File: src/hdl/memShimPkg.sv
package memShimPkg;

    // ========================================================================
    // Sizing
    // ========================================================================

    // A virtual line address is a page number on top of a page offset
    localparam int VAddrBits  = 16;
    localparam int PAddrBits  = 20;
    localparam int OffsetBits = 12;
    localparam int VpnBits    = 4;
    localparam int PpnBits    = 8;

    localparam int TagBits  = 8;
    localparam int DataBits = 64;

    // Request buffering on the AFU side
    localparam int ReqFifoDepth = 8;
    // Almost full rises once free slots drop to this many or fewer
    localparam int AlmFullSlack = 2;

    // Derived widths for the FIFO pointers and occupancy count
    localparam int FifoPtrBits = $clog2(ReqFifoDepth);
    localparam int FifoCntBits = $clog2(ReqFifoDepth + 1);

    // One page table entry per virtual page
    localparam int PtEntries = 2 ** VpnBits;

    // ========================================================================
    // Plain vector types
    // ========================================================================

    typedef logic [VAddrBits-1:0] vAddrT;
    typedef logic [PAddrBits-1:0] pAddrT;
    typedef logic [VpnBits-1:0]   vpnT;
    typedef logic [PpnBits-1:0]   ppnT;
    typedef logic [TagBits-1:0]   tagT;
    typedef logic [DataBits-1:0]  dataT;

    // ========================================================================
    // Structs
    // ========================================================================

    // Page table entry, an invalid entry means the page is unmapped
    typedef struct packed {
        logic valid;
        ppnT  ppn;
    } pteT;

    // AFU side requests carry virtual addresses
    typedef struct packed {
        tagT   tag;
        vAddrT vAddr;
    } afuRdReqT;

    typedef struct packed {
        tagT   tag;
        vAddrT vAddr;
        dataT  data;
    } afuWrReqT;

    // Platform side requests carry physical addresses
    typedef struct packed {
        tagT   tag;
        pAddrT pAddr;
    } memRdReqT;

    typedef struct packed {
        tagT   tag;
        pAddrT pAddr;
        dataT  data;
    } memWrReqT;

    // Responses are the same on both sides of the shim
    typedef struct packed {
        tagT  tag;
        dataT data;
    } rdRspT;

    typedef struct packed {
        tagT tag;
    } wrRspT;

    // Report for a request that hit an unmapped page
    typedef struct packed {
        tagT   tag;
        vAddrT vAddr;
        logic  isWrite;
    } faultT;

endpackage

File: src/hdl/memShimTop.sv
module memShimTop (
    input  logic                  clk,
    input  logic                  reset,
    // Page table configuration
    input  logic                  ptWrValid,
    input  memShimPkg::vpnT       ptWrVpn,
    input  memShimPkg::pteT       ptWrEntry,
    // AFU request channels
    input  logic                  afuRdValid,
    input  memShimPkg::afuRdReqT  afuRdReq,
    output logic                  afuRdAlmFull,
    input  logic                  afuWrValid,
    input  memShimPkg::afuWrReqT  afuWrReq,
    output logic                  afuWrAlmFull,
    // Platform request channels
    input  logic                  memAlmFull,
    output logic                  memRdValid,
    output memShimPkg::memRdReqT  memRdReq,
    output logic                  memWrValid,
    output memShimPkg::memWrReqT  memWrReq,
    // Unmapped page report
    output logic                  faultValid,
    output memShimPkg::faultT     fault,
    // Response channels
    input  logic                  memRdRspValid,
    input  memShimPkg::rdRspT     memRdRsp,
    input  logic                  memWrRspValid,
    input  memShimPkg::wrRspT     memWrRsp,
    output logic                  afuRdRspValid,
    output memShimPkg::rdRspT     afuRdRsp,
    output logic                  afuWrRspValid,
    output memShimPkg::wrRspT     afuWrRsp
);
    import memShimPkg::*;

    // FIFO heads and the dequeue pulses that retire them
    logic     rdNotEmpty;
    afuRdReqT rdFirst;
    logic     rdDeq;
    logic     wrNotEmpty;
    afuWrReqT wrFirst;
    logic     wrDeq;

    // Page table lookups, one per channel
    vpnT rdVpn;
    pteT rdPte;
    vpnT wrVpn;
    pteT wrPte;

    // ========================================================================
    // Request buffers
    // ========================================================================

    // Buffering makes the AFU side insensitive to platform latency
    reqFifo #(.entryT(afuRdReqT)) u_rdFifo (
        .clk,
        .reset,
        .enqValid   (afuRdValid),
        .enqData    (afuRdReq),
        .almostFull (afuRdAlmFull),
        .deq        (rdDeq),
        .notEmpty   (rdNotEmpty),
        .first      (rdFirst)
    );

    reqFifo #(.entryT(afuWrReqT)) u_wrFifo (
        .clk,
        .reset,
        .enqValid   (afuWrValid),
        .enqData    (afuWrReq),
        .almostFull (afuWrAlmFull),
        .deq        (wrDeq),
        .notEmpty   (wrNotEmpty),
        .first      (wrFirst)
    );

    // ========================================================================
    // Translation
    // ========================================================================

    pageTable u_pageTable (
        .clk,
        .reset,
        .wrValid  (ptWrValid),
        .wrVpn    (ptWrVpn),
        .wrEntry  (ptWrEntry),
        .rdVpnA   (rdVpn),
        .rdEntryA (rdPte),
        .rdVpnB   (wrVpn),
        .rdEntryB (wrPte)
    );

    tlbShim u_tlbShim (
        .clk,
        .reset,
        .rdNotEmpty,
        .rdFirst,
        .rdDeq,
        .wrNotEmpty,
        .wrFirst,
        .wrDeq,
        .rdVpn,
        .rdPte,
        .wrVpn,
        .wrPte,
        .memAlmFull,
        .memRdValid,
        .memRdReq,
        .memWrValid,
        .memWrReq,
        .faultValid,
        .fault,
        .memRdRspValid,
        .memRdRsp,
        .memWrRspValid,
        .memWrRsp,
        .afuRdRspValid,
        .afuRdRsp,
        .afuWrRspValid,
        .afuWrRsp
    );

endmodule

File: src/hdl/pageTable.sv
module pageTable (
    input  logic             clk,
    input  logic             reset,
    // Configuration write port, driven by software
    input  logic             wrValid,
    input  memShimPkg::vpnT  wrVpn,
    input  memShimPkg::pteT  wrEntry,
    // Lookup port for the read channel
    input  memShimPkg::vpnT  rdVpnA,
    output memShimPkg::pteT  rdEntryA,
    // Lookup port for the write channel
    input  memShimPkg::vpnT  rdVpnB,
    output memShimPkg::pteT  rdEntryB
);
    import memShimPkg::*;

    // ========================================================================
    // Entry storage
    // ========================================================================

    // One entry per virtual page, indexed directly by the page number
    pteT entries [PtEntries];

    // Every page starts unmapped, so stray requests after reset fault
    // instead of reaching some arbitrary physical page
    always_ff @(posedge clk) begin
        if (reset) begin
            for (int i = 0; i < PtEntries; i++) begin
                entries[i] <= '0;
            end
        end else if (wrValid) begin
            // The new mapping is seen by lookups from the next cycle on
            entries[wrVpn] <= wrEntry;
        end
    end

    // ========================================================================
    // Lookup
    // ========================================================================

    // Both channels translate in the same cycle, hence two read ports
    // with no arbitration between them
    assign rdEntryA = entries[rdVpnA];
    assign rdEntryB = entries[rdVpnB];

endmodule

File: src/hdl/reqFifo.sv
module reqFifo #(
    parameter type entryT = logic
) (
    input  logic  clk,
    input  logic  reset,
    input  logic  enqValid,
    input  entryT enqData,
    output logic  almostFull,
    input  logic  deq,
    output logic  notEmpty,
    output entryT first
);
    import memShimPkg::*;

    // Storage is a plain circular buffer, the head is read combinationally
    entryT                  buffer [ReqFifoDepth];
    logic [FifoPtrBits-1:0] wrPtr;
    logic [FifoPtrBits-1:0] rdPtr;
    logic [FifoCntBits-1:0] count;
    logic [FifoCntBits-1:0] countNext;

    // Pointer advance with wrap at the buffer depth
    function automatic logic [FifoPtrBits-1:0] ptrInc(input logic [FifoPtrBits-1:0] ptr);
        return (ptr == FifoPtrBits'(ReqFifoDepth - 1)) ? '0 : ptr + 1'b1;
    endfunction

    // Occupancy after this cycle's enqueue and dequeue
    always_comb begin
        unique case ({enqValid, deq})
            2'b10:   countNext = count + 1'b1;
            2'b01:   countNext = count - 1'b1;
            default: countNext = count;
        endcase
    end

    always_ff @(posedge clk) begin
        if (reset) begin
            wrPtr      <= '0;
            rdPtr      <= '0;
            count      <= '0;
            notEmpty   <= 1'b0;
            almostFull <= 1'b0;
        end else begin
            if (enqValid) begin
                wrPtr <= ptrInc(wrPtr);
            end
            if (deq) begin
                rdPtr <= ptrInc(rdPtr);
            end
            count    <= countNext;
            notEmpty <= (countNext != '0);
            // Free slots at or below the slack, so the AFU gets a cycle of warning
            almostFull <= (countNext >= FifoCntBits'(ReqFifoDepth - AlmFullSlack));
        end
    end

    // An entry written at one edge is at the head right after it
    always_ff @(posedge clk) begin
        if (enqValid) begin
            buffer[wrPtr] <= enqData;
        end
    end

    assign first = buffer[rdPtr];

    // The AFU must have honoured almostFull, so a full buffer never sees a push
    // unless the head leaves in the same cycle
    enqNotFull: assert property (@(posedge clk) disable iff (reset)
        enqValid |-> (count != FifoCntBits'(ReqFifoDepth)) || deq)
        else $error("reqFifo: enqueue while full");

    // The shim may only pop what it saw at the head
    deqNotEmpty: assert property (@(posedge clk) disable iff (reset)
        deq |-> notEmpty)
        else $error("reqFifo: dequeue while empty");

endmodule

File: src/hdl/tlbShim.sv
module tlbShim (
    input  logic                  clk,
    input  logic                  reset,
    // Read request FIFO head
    input  logic                  rdNotEmpty,
    input  memShimPkg::afuRdReqT  rdFirst,
    output logic                  rdDeq,
    // Write request FIFO head
    input  logic                  wrNotEmpty,
    input  memShimPkg::afuWrReqT  wrFirst,
    output logic                  wrDeq,
    // Page table lookups
    output memShimPkg::vpnT       rdVpn,
    input  memShimPkg::pteT       rdPte,
    output memShimPkg::vpnT       wrVpn,
    input  memShimPkg::pteT       wrPte,
    // Platform request side
    input  logic                  memAlmFull,
    output logic                  memRdValid,
    output memShimPkg::memRdReqT  memRdReq,
    output logic                  memWrValid,
    output memShimPkg::memWrReqT  memWrReq,
    // Fault report
    output logic                  faultValid,
    output memShimPkg::faultT     fault,
    // Responses from the platform
    input  logic                  memRdRspValid,
    input  memShimPkg::rdRspT     memRdRsp,
    input  logic                  memWrRspValid,
    input  memShimPkg::wrRspT     memWrRsp,
    // Responses toward the AFU
    output logic                  afuRdRspValid,
    output memShimPkg::rdRspT     afuRdRsp,
    output logic                  afuWrRspValid,
    output memShimPkg::wrRspT     afuWrRsp
);
    import memShimPkg::*;

    logic [OffsetBits-1:0] rdOffset;
    logic [OffsetBits-1:0] wrOffset;
    logic                  rdGo;
    logic                  wrGo;
    logic                  rdFault;
    logic                  wrFault;

    // ========================================================================
    // Translation
    // ========================================================================

    // Page number is the top of the line address, the offset passes through
    assign rdVpn    = rdFirst.vAddr[VAddrBits-1 -: VpnBits];
    assign wrVpn    = wrFirst.vAddr[VAddrBits-1 -: VpnBits];
    assign rdOffset = rdFirst.vAddr[OffsetBits-1:0];
    assign wrOffset = wrFirst.vAddr[OffsetBits-1:0];

    // A head entry is acted on only while the platform can take more
    assign rdGo = rdNotEmpty && !memAlmFull;
    assign wrGo = wrNotEmpty && !memAlmFull;

    // Unmapped pages go to the fault port, reads win a shared cycle and
    // the faulting write stays at its head for one more cycle
    assign rdFault = rdGo && !rdPte.valid;
    assign wrFault = wrGo && !wrPte.valid && !rdFault;

    assign memRdValid = rdGo && rdPte.valid;
    assign memWrValid = wrGo && wrPte.valid;

    // Either outcome retires the head entry
    assign rdDeq = memRdValid || rdFault;
    assign wrDeq = memWrValid || wrFault;

    always_comb begin
        memRdReq.tag   = rdFirst.tag;
        memRdReq.pAddr = {rdPte.ppn, rdOffset};
        memWrReq.tag   = wrFirst.tag;
        memWrReq.pAddr = {wrPte.ppn, wrOffset};
        memWrReq.data  = wrFirst.data;
    end

    // ========================================================================
    // Fault reporting
    // ========================================================================

    assign faultValid = rdFault || wrFault;

    always_comb begin
        if (rdFault) begin
            fault.tag     = rdFirst.tag;
            fault.vAddr   = rdFirst.vAddr;
            fault.isWrite = 1'b0;
        end else begin
            fault.tag     = wrFirst.tag;
            fault.vAddr   = wrFirst.vAddr;
            fault.isWrite = 1'b1;
        end
    end

    // ========================================================================
    // Responses
    // ========================================================================

    // Responses need no translation, they go straight back to the AFU
    assign afuRdRspValid = memRdRspValid;
    assign afuRdRsp      = memRdRsp;
    assign afuWrRspValid = memWrRspValid;
    assign afuWrRsp      = memWrRsp;

    // A read held back by the platform or the arbitration stays at the head
    // until it is retired, so nothing is lost and order is kept
    rdHeadHolds: assert property (@(posedge clk) disable iff (reset)
        (rdNotEmpty && !rdDeq) |=> (rdNotEmpty && $stable(rdFirst)))
        else $error("tlbShim: read head changed without a dequeue");

    // The same holds for a write that waits behind a read fault
    wrHeadHolds: assert property (@(posedge clk) disable iff (reset)
        (wrNotEmpty && !wrDeq) |=> (wrNotEmpty && $stable(wrFirst)))
        else $error("tlbShim: write head changed without a dequeue");

endmodule

File: config.mk
export PLATFORM = sky130hd
export DESIGN_NAME = memShimTop
export DESIGN_NICKNAME = d
export VERILOG_FILES = /design/src/hdl/memShimPkg.sv /design/src/hdl/memShimTop.sv /design/src/hdl/pageTable.sv /design/src/hdl/reqFifo.sv /design/src/hdl/tlbShim.sv
export SDC_FILE = /design/constraint.sdc
export NUM_CORES = 1
export LEC_CHECK = 0
export ABC_AREA = 0
export BUFFER_PORTS_ARGS = -buffer_cell sky130_fd_sc_hd__buf_2
export CORE_AREA = 2 2 260 390
export CTS_CLUSTER_DIAMETER = 40
export CTS_CLUSTER_SIZE = 28
export DETAILED_ROUTE_END_ITERATION = 10
export DIE_AREA = 0 0 262 392
export GPL_TIMING_DRIVEN = 0
export PLACE_DENSITY = 0.64
export SYNTH_ARGS = -nofsm -noshare
export SYNTH_HDL_FRONTEND = slang
export SYNTH_SLANG_ARGS = --single-unit
File: constraint.sdc
create_clock -name clk -period 7.7 [get_ports clk]
set_input_delay 1.54 -clock clk [delete_from_list [all_inputs] [get_ports clk]]
set_output_delay 1.54 -clock clk [all_outputs]
set_load 0.005 [all_outputs]
-- Yosys cells after proc, flatten, opt, wreduce, memory -nomap -nowiden
Memory sizes are Yosys's and may differ from the RTL's. A register that Yosys moved wholly into a read port is not among the register bits.
Cells that the tools add are included.
- bits in registers: 24
- bits in latches: 0
- bits in writable memories: 1040
- bits in read-only memories: 0
- bits of input ports: 213
- output and inout port bits: 232
- logic and storage cells: 71
- memories: 3
- memories (memory ; words ; width ; rd ports ; clocked after memory_dff ; write ports ; line ; text):
    u_wrFifo.buffer ; 8 ; 88 ; 1 ; 1 ; 1 ; reqFifo.sv:16 ; entryT buffer [ReqFifoDepth];
    u_rdFifo.buffer ; 8 ; 24 ; 1 ; 1 ; 1 ; reqFifo.sv:16 ;
    u_pageTable.entries ; 16 ; 9 ; 2 ; 0 ; 16 ; pageTable.sv:22 ; pteT entries [PtEntries];
- add/sub/neg operators: 8
- multiply operators: 0
- div/mod/pow operators: 0
- $lt $le $gt $ge: 2
- equal/unequal tests: 8
- shifts and indexed selects: 0
- multiplexer cells: 23
- bitwise logic cells: 0
- reductions and logical operators: 17
- operators by type and width (operator ; count):
    25-bit two-way mux ; 1
    3-bit two-way mux ; 8
    4-bit case mux with 2 select lines ; 2
    3-bit by 1-bit adder with 3-bit output (second input constant) ; 4
    3-bit == test (second input constant) ; 4
    1-bit two-way mux ; 10
    9-bit two-way mux ; 1
    9-bit OR reduction ; 1
    4-bit by 1-bit adder with 4-bit output (second input constant) ; 2
    4-bit by 3-bit greater-or-equal comparator with 1-bit output (second input constant) ; 2
    4-bit nonzero test ; 2
    4-bit by 1-bit subtractor with 4-bit output (second input constant) ; 2
    1-bit logical AND ; 7
    2-bit by 1-bit == test with 1-bit output (second input constant) ; 2
    2-bit == test (second input constant) ; 2
    1-bit zero test ; 4
    4-bit two-way mux ; 1
    1-bit logical OR ; 3

-- Depth between registers and ports, before layout
Gate-level depths: netlist of the first run.
- depth after elaboration: 9
- depth in mapped cells: 17
- gate-level depth less buffers: 14

-- Hierarchy
A second synthesis of the first run with hierarchy kept.
- cell total of the unflattened synthesis: 2191
- area total of the unflattened synthesis: 44654.1 um^2
- modules (own cells, without submodules) (module ; times used ; cells each ; area an instance (um^2) ; seq. area each (um^2)):
    reqFifo (u_wrFifo) ; 1 ; 1097 ; 27117.3 ; 21440.6
    reqFifo (u_rdFifo) ; 1 ; 354 ; 7961.4 ; 6065.8
    pageTable ; 1 ; 494 ; 7632.3 ; 4324.1
    tlbShim ; 1 ; 246 ; 1943.1 ; 0.0

-- Worst setup path before layout of the first run
OpenSTA, ideal clock, no wires.
- kind: input port to flip-flop
- start point: input port afuWrValid
- end point: memory u_wrFifo.buffer[0][0] in the netlist's numbering, enable pin
- library setup time: 0.643 ns
- arrival time: 7.610 ns
- data required time: 7.057 ns
- path slack: -0.553 ns
- cell stages on the path: 2
- path buffers: 0
- cell sequence: nand2b_1 nor3_1
- word-level cells in the longest chain between the ends: 2
- ends and longest elaborated chain (what ; line ; text):
    start, declared ; memShimTop.sv:12 ; input logic afuWrValid,
    1-bit two-way mux ; reqFifo.sv:59 ; if (enqValid) begin
    1-bit two-way mux (implied by the code) ; reqFifo.sv:60 ; buffer[wrPtr] <= enqData;
    end, declared ; reqFifo.sv:16 ;
No other way between the ends.

==> results.toml, run 1 <==
[synthesis]
ys_warn_count = 0
synth_top_area_cell = "edfxtp_1"
synth_top_family_by_area = "multiplexers"
synth_fp_nets = 2596
synth_area_leaders = "edfxtp_1 (70%), mux4_2 (11%), mux2_2 (3.8%)"
yosysMostFrequentCell = "edfxtp_1"
ys_top_cells_by_count = "edfxtp_1 (1040), mux4_2 (221), and2_1 (177)"
synthAdderAreaFrac_pct = 0.441
syn_avg_cell_area_um2 = 18.7
netlist_instances = 2368
syn_area_mm2 = 0.0443
postSynth.asyncResetShare_pct = 0
synth_enable_flop_cells = 1040
ys_seq_area_share_pct = 71.8
synth_top_area_share_pct = 70.5
synth_cell_types = 51
synth_xor_area_share_pct = 0.119
synthMuxAreaShare_pct = 17.0
ys.flop_type = "edfxtp_1"
synthSimpleGateAreaFrac_pct = 5.16
synth-seq-cells = 1070
synth_compound_area_share_pct = 2.80

[global_routing]
grt_pass1_wl_um = 171000
met3_usage_pct = 5.02
grt_max_degree = 25
top_usage_layer = "met2"
grtUsageTotal_pct = 23.3
antenna_found_initial = 35
overflow = 0
grtUsageMet2_pct = 40.1
grt_pass1_vias = 25152
grt_use_met1_pct = 27.6

[setup_path]
rr_endpoint = "u_wrFifo.notEmpty"
worstPathArrival_ps = 5330
cp-start-kind = "flop"
critPathRequiredTime_ps = 6160
r2r_setup_slack_ps = 2700
worstRegToRegCells = 16
end_kind = "output port"
critical_path_class = "reg2out"
critPathMaxFanout = 10
cp-endpoint = "memRdReq[13]"

[sta]
maxSlewViolCount = 0
layout_min_cycle_time_ps = 6870
final_hold_viol_count = 0
post-route-period-util_pct = 89.2
tightest_slew_ps = 1440
tns_ps = 0
max_slew_margin_pct = 3.34
rsz0062_at_grt = "false"
finalSetupViolations = 0
max_freq_mhz = 146
whs_ps = 491
skew_ps = 26.5

[layout]
final_cell_area_mm2 = 0.0526
drive_above_1_share_pct = 37.6
area_growth_pct = 18.6
regArea_mm2 = 0.0318
fill_cells = 7891
layout.nets = 3110
multi_input_area_mm2 = 0.0114

[min_path]
hold_class = "reg2reg"
min_path_cells = 2

[placement]
placed_cell_area_mm2 = 0.0488
place.detailed.hpwl_um = 84700
portBuffers = 362
gp_congestion = 0.922

[cts]
hold_buffers = 0
cts_sinks = 1070
clock_latency_ps = 700
cts_resized = 0
h-tree-depth = 3
clk_path_buf_depth = 3
cts_buffers = 103
postCtsSetupRepairBufs = 0
clk_pin_slew_ps = 70
root_buffer = "clkbuf_16"
cts_tree = "done"

[detailed_routing]
ant_nets = 0
first_pass_iters = 5
num_vias = 24141
drt_iter0_markers = 1721
drt_wl_total_um = 119000
drc = 0
wl_per_cell_um = 27.9
viasPerCell = 5.64

[power_and_ir_drop]
p_leak_uw = 0.0177
power_uw = 14900
vdd_drop_max_v = 0.000229
p_per_area_mw_per_mm2 = 283

[run]
maxCapViolations = 0

[floorplan]
die_h_um = 392
die_area_mm2 = 0.103
die_w_um = 262
io_pins = 445
rows = 142
start_util_pct = 44.5
core_mm2 = 0.0995

[run_status]
outcome = "completed"
==> cell usage in the layout, fill, tap and decap left out, drive strengths merged, types with 2 or more instances in the layout <==
cell type,n
o21ai,6
a41o,2
nor2,78
diode,14
or3b,2
a21o,3
mux2,163
clkbuf,185
edfxtp,1040
mux4,221
ha,14
and2,177
xor2,5
nand4bb,2
a311oi,16
dfxtp,30
nor3b,3
nand3,5
a211oi,65
bufinv,6
a31oi,18
nand4,6
or3,4
buf,545
o22ai,6
clkinv,38
clkinvlp,6
nor3,11
nor2b,9
nand4b,2
nand2b,14
nand3b,5
and4bb,2
or2,16
inv,39
nand2,85
mux2i,66
a22oi,3
or4,2
a21oi,65
==> per-stage QoR <==
step                      util, %  cells  setup slack (ps)
after global routing         52.8   4277               667
after detailed placement     49.1   4073              1590
final                        52.8   4282               832
after global placement       48.0   4026             -2610
after floorplan                 -   2368              1810
after CTS                    52.8   4268               769
==> sequential cells by signal, summed over array words and instances, names as in the netlist, 4 cells and up, named ones only <==
name / flops
u_rdFifo.count: 4
u_wrFifo.buffer: 704
u_pageTable.entries: 144
u_rdFifo.buffer: 192
u_wrFifo.count: 4
==> metal layers <==
layer / vias up / part of all wire, %
met3: 255 / 6.7
met2: 988 / 52
met1: 12417 / 37
met4: 30 / 4.4
li1: 10451 / -
met5: - / 0.15
==> cell type report <==
cell class | count | share of cell area, %
Tap cell | 1296 | 3.09
Antenna cell | 14 | 0.0667
Clock inverter | 83 | 1.90
Multi-Input combinational cell | 1083 | 21.8
Timing Repair Buffer | 409 | 5.30
Sequential cell | 1070 | 60.6
Inverter | 6 | 0.0429
Clock buffer | 112 | 5.09
Buffer | 209 | 2.18
==> kinds of logic after synthesis <==
group | count (synthesis)
buf+inv | 215
fa+ha+maj | 15
simple gates | 424
flops | 1070
mux | 450
xor+xnor | 6
compound gates | 188
==> worst max-delay path, stage by stage (launching register included) <==
cell and delay, ps:
dfxtp_1 310, buf_2 190, buf_2 320, mux4_2 370
mux2i_1 590, clkbuf_1 560, clkbuf_1 530, clkbuf_1 590
nand2_1 130, a31oi_1 420, a21oi_1 180, a21oi_1 260
buf_2 150
==> how the worst min path moves through the flow <==
stage | start | to | slack [ps]
2_1_floorplan | u_rdFifo.rdPtr[1] | flop | 450
3_3_place_gp | u_rdFifo.rdPtr[2] | flop | 460
3_5_place_dp | u_rdFifo.rdPtr[2] | u_rdFifo.rdPtr[2] | 480
4_1_cts | u_rdFifo.rdPtr[2] | u_rdFifo.rdPtr[2] | 500
5_1_grt | u_rdFifo.rdPtr[2] | u_rdFifo.rdPtr[2] | 510
6_report | u_rdFifo.rdPtr[2] | u_rdFifo.rdPtr[2] | 490
==> where the power goes <==
part / internal [uW] / total [uW] / switching (uW)
logic: 1290 / 2920 / 1630
clock network: 2870 / 5350 / 2480
registers: 6560 / 6630 / 68.7
total: 10700 / 14900 / 4180
(Power assumes the default switching activity.)
==> run 2, diff against run 1 <==
--- a/config.mk
+++ b/config.mk
@@ -7,13 +7,15 @@
 export LEC_CHECK = 0
 export ABC_AREA = 0
 export BUFFER_PORTS_ARGS = -buffer_cell sky130_fd_sc_hd__buf_2
-export CORE_AREA = 2 2 260 390
+export CAP_MARGIN = 10
+export CORE_AREA = 2 2 261 391
 export CTS_CLUSTER_DIAMETER = 40
 export CTS_CLUSTER_SIZE = 28
 export DETAILED_ROUTE_END_ITERATION = 10
-export DIE_AREA = 0 0 262 392
+export DIE_AREA = 0 0 263 393
 export GPL_TIMING_DRIVEN = 0
-export PLACE_DENSITY = 0.64
+export PLACE_DENSITY = 0.65
 export SYNTH_ARGS = -nofsm -noshare
 export SYNTH_HDL_FRONTEND = slang
+export SYNTH_HIERARCHICAL = 1
 export SYNTH_SLANG_ARGS = --single-unit
==> run 2 against run 1 <==
Utilization rose by 0.15 points; largest power group unchanged; design area rose by 0.64%; global-route usage fell by 2.4 points; fmax fell by 6.9%; synthesized cell count fell by 7.5%; combinational power fell by 32%; non-clock buffer count rose by 98; first-iteration DRC count fell by 7.0%; die area rose by 0.64%; critical endpoint is now fault[19]; critical path type unchanged; clock power rose by 1%.
==> results.toml, run 2 <==
[synthesis]
synth_cell_types = 42
synthMuxAreaShare_pct = 18.7
synth_top_family_by_area = "multiplexers"
ys_top_cells_by_count = "edfxtp_1 (1040), mux4_2 (296), buf_4 (216)"
synth_xor_area_share_pct = 0.118
yosysMostFrequentCell = "edfxtp_1"
syn_area_mm2 = 0.0447
synth-seq-cells = 1070
synth_compound_area_share_pct = 0.885
synth_top_area_cell = "edfxtp_1"
synth_top_area_share_pct = 69.9
synthSimpleGateAreaFrac_pct = 3.67
synth_area_leaders = "edfxtp_1 (70%), mux4_2 (15%), buf_4 (3.6%)"
ys.flop_type = "edfxtp_1"
syn_avg_cell_area_um2 = 20.4
synth_enable_flop_cells = 1040
ys_seq_area_share_pct = 71.3
synth_fp_nets = 2418
synthAdderAreaFrac_pct = 0.392
ys_warn_count = 6
netlist_instances = 2191
postSynth.asyncResetShare_pct = 0

[global_routing]
grt_pass1_wl_um = 156000
antenna_found_initial = 29
overflow = 0
grtUsageMet2_pct = 36.7
top_usage_layer = "met2"
grt_pass1_vias = 23870
grt_max_degree = 25
met3_usage_pct = 3.72
grtUsageTotal_pct = 20.9
grt_use_met1_pct = 25.3

[layout]
layout.nets = 2930
final_cell_area_mm2 = 0.0529
largest_register_ff_count = 704
mostFrequentLayoutCell = "edfxtp_1"
layout_common_cells = "edfxtp_1 (1040), buf_2 (376), mux4_2 (296)"
regMostFlops = "u_wrFifo/buffer"
area_growth_pct = 18.4
drive_above_1_share_pct = 47.0
finalNonFillerCells = 4091
top_regs = "u_wrFifo/buffer x704, u_rdFifo/buffer x192, u_pageTable/entries x144"
fill_cells = 7821
final_util_pct = 53.0

[cts]
clk_pin_slew_ps = 60
root_buffer = "clkbuf_16"
h-tree-depth = 3
hold_buffers = 0
cts_buffers = 104
cts_sinks = 1070
cts_tree = "done"
postCtsSetupRepairBufs = 0
clock_latency_ps = 720
clk_path_buf_depth = 3
cts_resized = 0

[sta]
skew_ps = 34.8
setup_slack_ps = 322
post-route-period-util_pct = 95.8
max_freq_mhz = 136
finalSetupViolations = 0
rsz0062_at_grt = "false"
tightest_slew_ps = 1160
final_hold_viol_count = 0
max_slew_margin_pct = 22.2
layout_min_cycle_time_ps = 7380
maxSlewViolCount = 0

[detailed_routing]
wl_per_cell_um = 26.5
first_pass_iters = 7
drt_wl_total_um = 108000
drc = 0
drt_iter0_markers = 1600
ant_nets = 0
viasPerCell = 5.52
num_vias = 22591

[placement]
dpl_worst_slack_ps = 1090
gp_congestion = 0.878
portBuffers = 362
placed_cell_area_mm2 = 0.0491
place.detailed.hpwl_um = 73900
place_inst = 3893

[setup_path]
critPathRequiredTime_ps = 6160
critPathMaxFanout = 10
end_kind = "output port"
cp-start-kind = "flop"
cp-endpoint = "fault[19]"
r2r_setup_slack_ps = 1610
critical_path_class = "reg2out"
worstRegToRegCells = 20
rr_endpoint = "u_wrFifo/almostFull"
worstPathArrival_ps = 5840

[power_and_ir_drop]
clkPwrFrac_pct = 38.7
power_uw = 14000
p_comb_share_pct = 14.1
vdd_drop_max_v = 0.000172
swShare_pct = 24.5
p_per_area_mw_per_mm2 = 265
internal_power_uw = 10600
power.net_switching_uw = 3430
power_frac_seq_pct = 47.1
p_leak_uw = 0.0180

[floorplan]
start_util_pct = 44.7
rows = 142
die_w_um = 263
core_mm2 = 0.0999
die_area_mm2 = 0.103
die_h_um = 393
io_pins = 445

[run]
maxCapViolations = 0

[min_path]
hold_start = "u_wrFifo/rdPtr[0]"
hold_class = "reg2reg"

[run_status]
outcome = "completed"
-- run 2: cell types whose count changed after synthesis, sizes merged, moves of 39 or more --
cell and change:
a21oi -53, nand2 -61, buf +140, mux2i -55
mux4 +75, a211oi -65, clkbuf -39
-- run 2: through the flow --
stage	TNS (ps)	hold slack, ps
finish	0	540
global route	0	580
CTS	0	540
detailed placement	0	533
global placement	-1726120	514
floorplan	0	492
-- run 2: cells by family (layout without fill, tap and decap cells) --
group,after synthesis,count (layout)
and+or+nand+nor,285,285
xor gates and xnor gates,6,6
other,0,6
adders and majority gates,14,14
DFF,1070,1070
buffers and inverters,316,914
muxes,443,443
AOI/OAI and AO/OA,57,57
-- run 2: final cells by class --
cell class / count / area, um2 / share of cell area, %
Antenna cell: 6 / 15.0 / 0.0284
Buffer: 310 / 2190 / 4.13
Clock buffer: 114 / 2740 / 5.17
Clock inverter: 78 / 993 / 1.88
Inverter: 6 / 22.5 / 0.0426
Multi-Input combinational cell: 805 / 10700 / 20.3
Sequential cell: 1070 / 31800 / 60.2
Tap cell: 1296 / 1620 / 3.07
Timing Repair Buffer: 406 / 2740 / 5.19
-- run 2: critical path, cell delays in order (launching register included) --
cell	delay [ps]
dfxtp_1	310
clkbuf_2	230
buf_1	720
mux2_2	370
buf_4	130
clkbuf_2	260
buf_1	650
mux4_2	460
a22oi_1	290
nand2_1	200
nor3b_4	670
buf_6	280
mux2_2	400
buf_2	150
-- run 2: how the worst min path moves through the flow --
stage	endpoint	slack [ps]	cells past startpoint
2_1_floorplan	flop	490	2
3_3_place_gp	u_rdFifo/rdPtr[1]	510	2
3_5_place_dp	u_rdFifo/wrPtr[0]	530	2
4_1_cts	flop	540	2
5_1_grt	u_rdFifo/wrPtr[0]	580	2
6_report	flop	540	2
-- run 2: per-layer routing --
layer | share of wire (%) | vias up
li1 | - | 9678
met1 | 38 | 11758
met2 | 52 | 911
met3 | 6.4 | 218
met4 | 3.9 | 26
met5 | 0.15 | -
-- run 2: power by group through the flow --
stage / Combinational, uW / Sequential (uW) / Clock, uW
after floorplan: 1260 / 6720 / 0
after global placement: 1940 / 6740 / 0
after detailed placement: 2010 / 6740 / 0
after CTS: 2020 / 6610 / 5540
after global routing: 2110 / 6620 / 5740
final: 1980 / 6610 / 5430
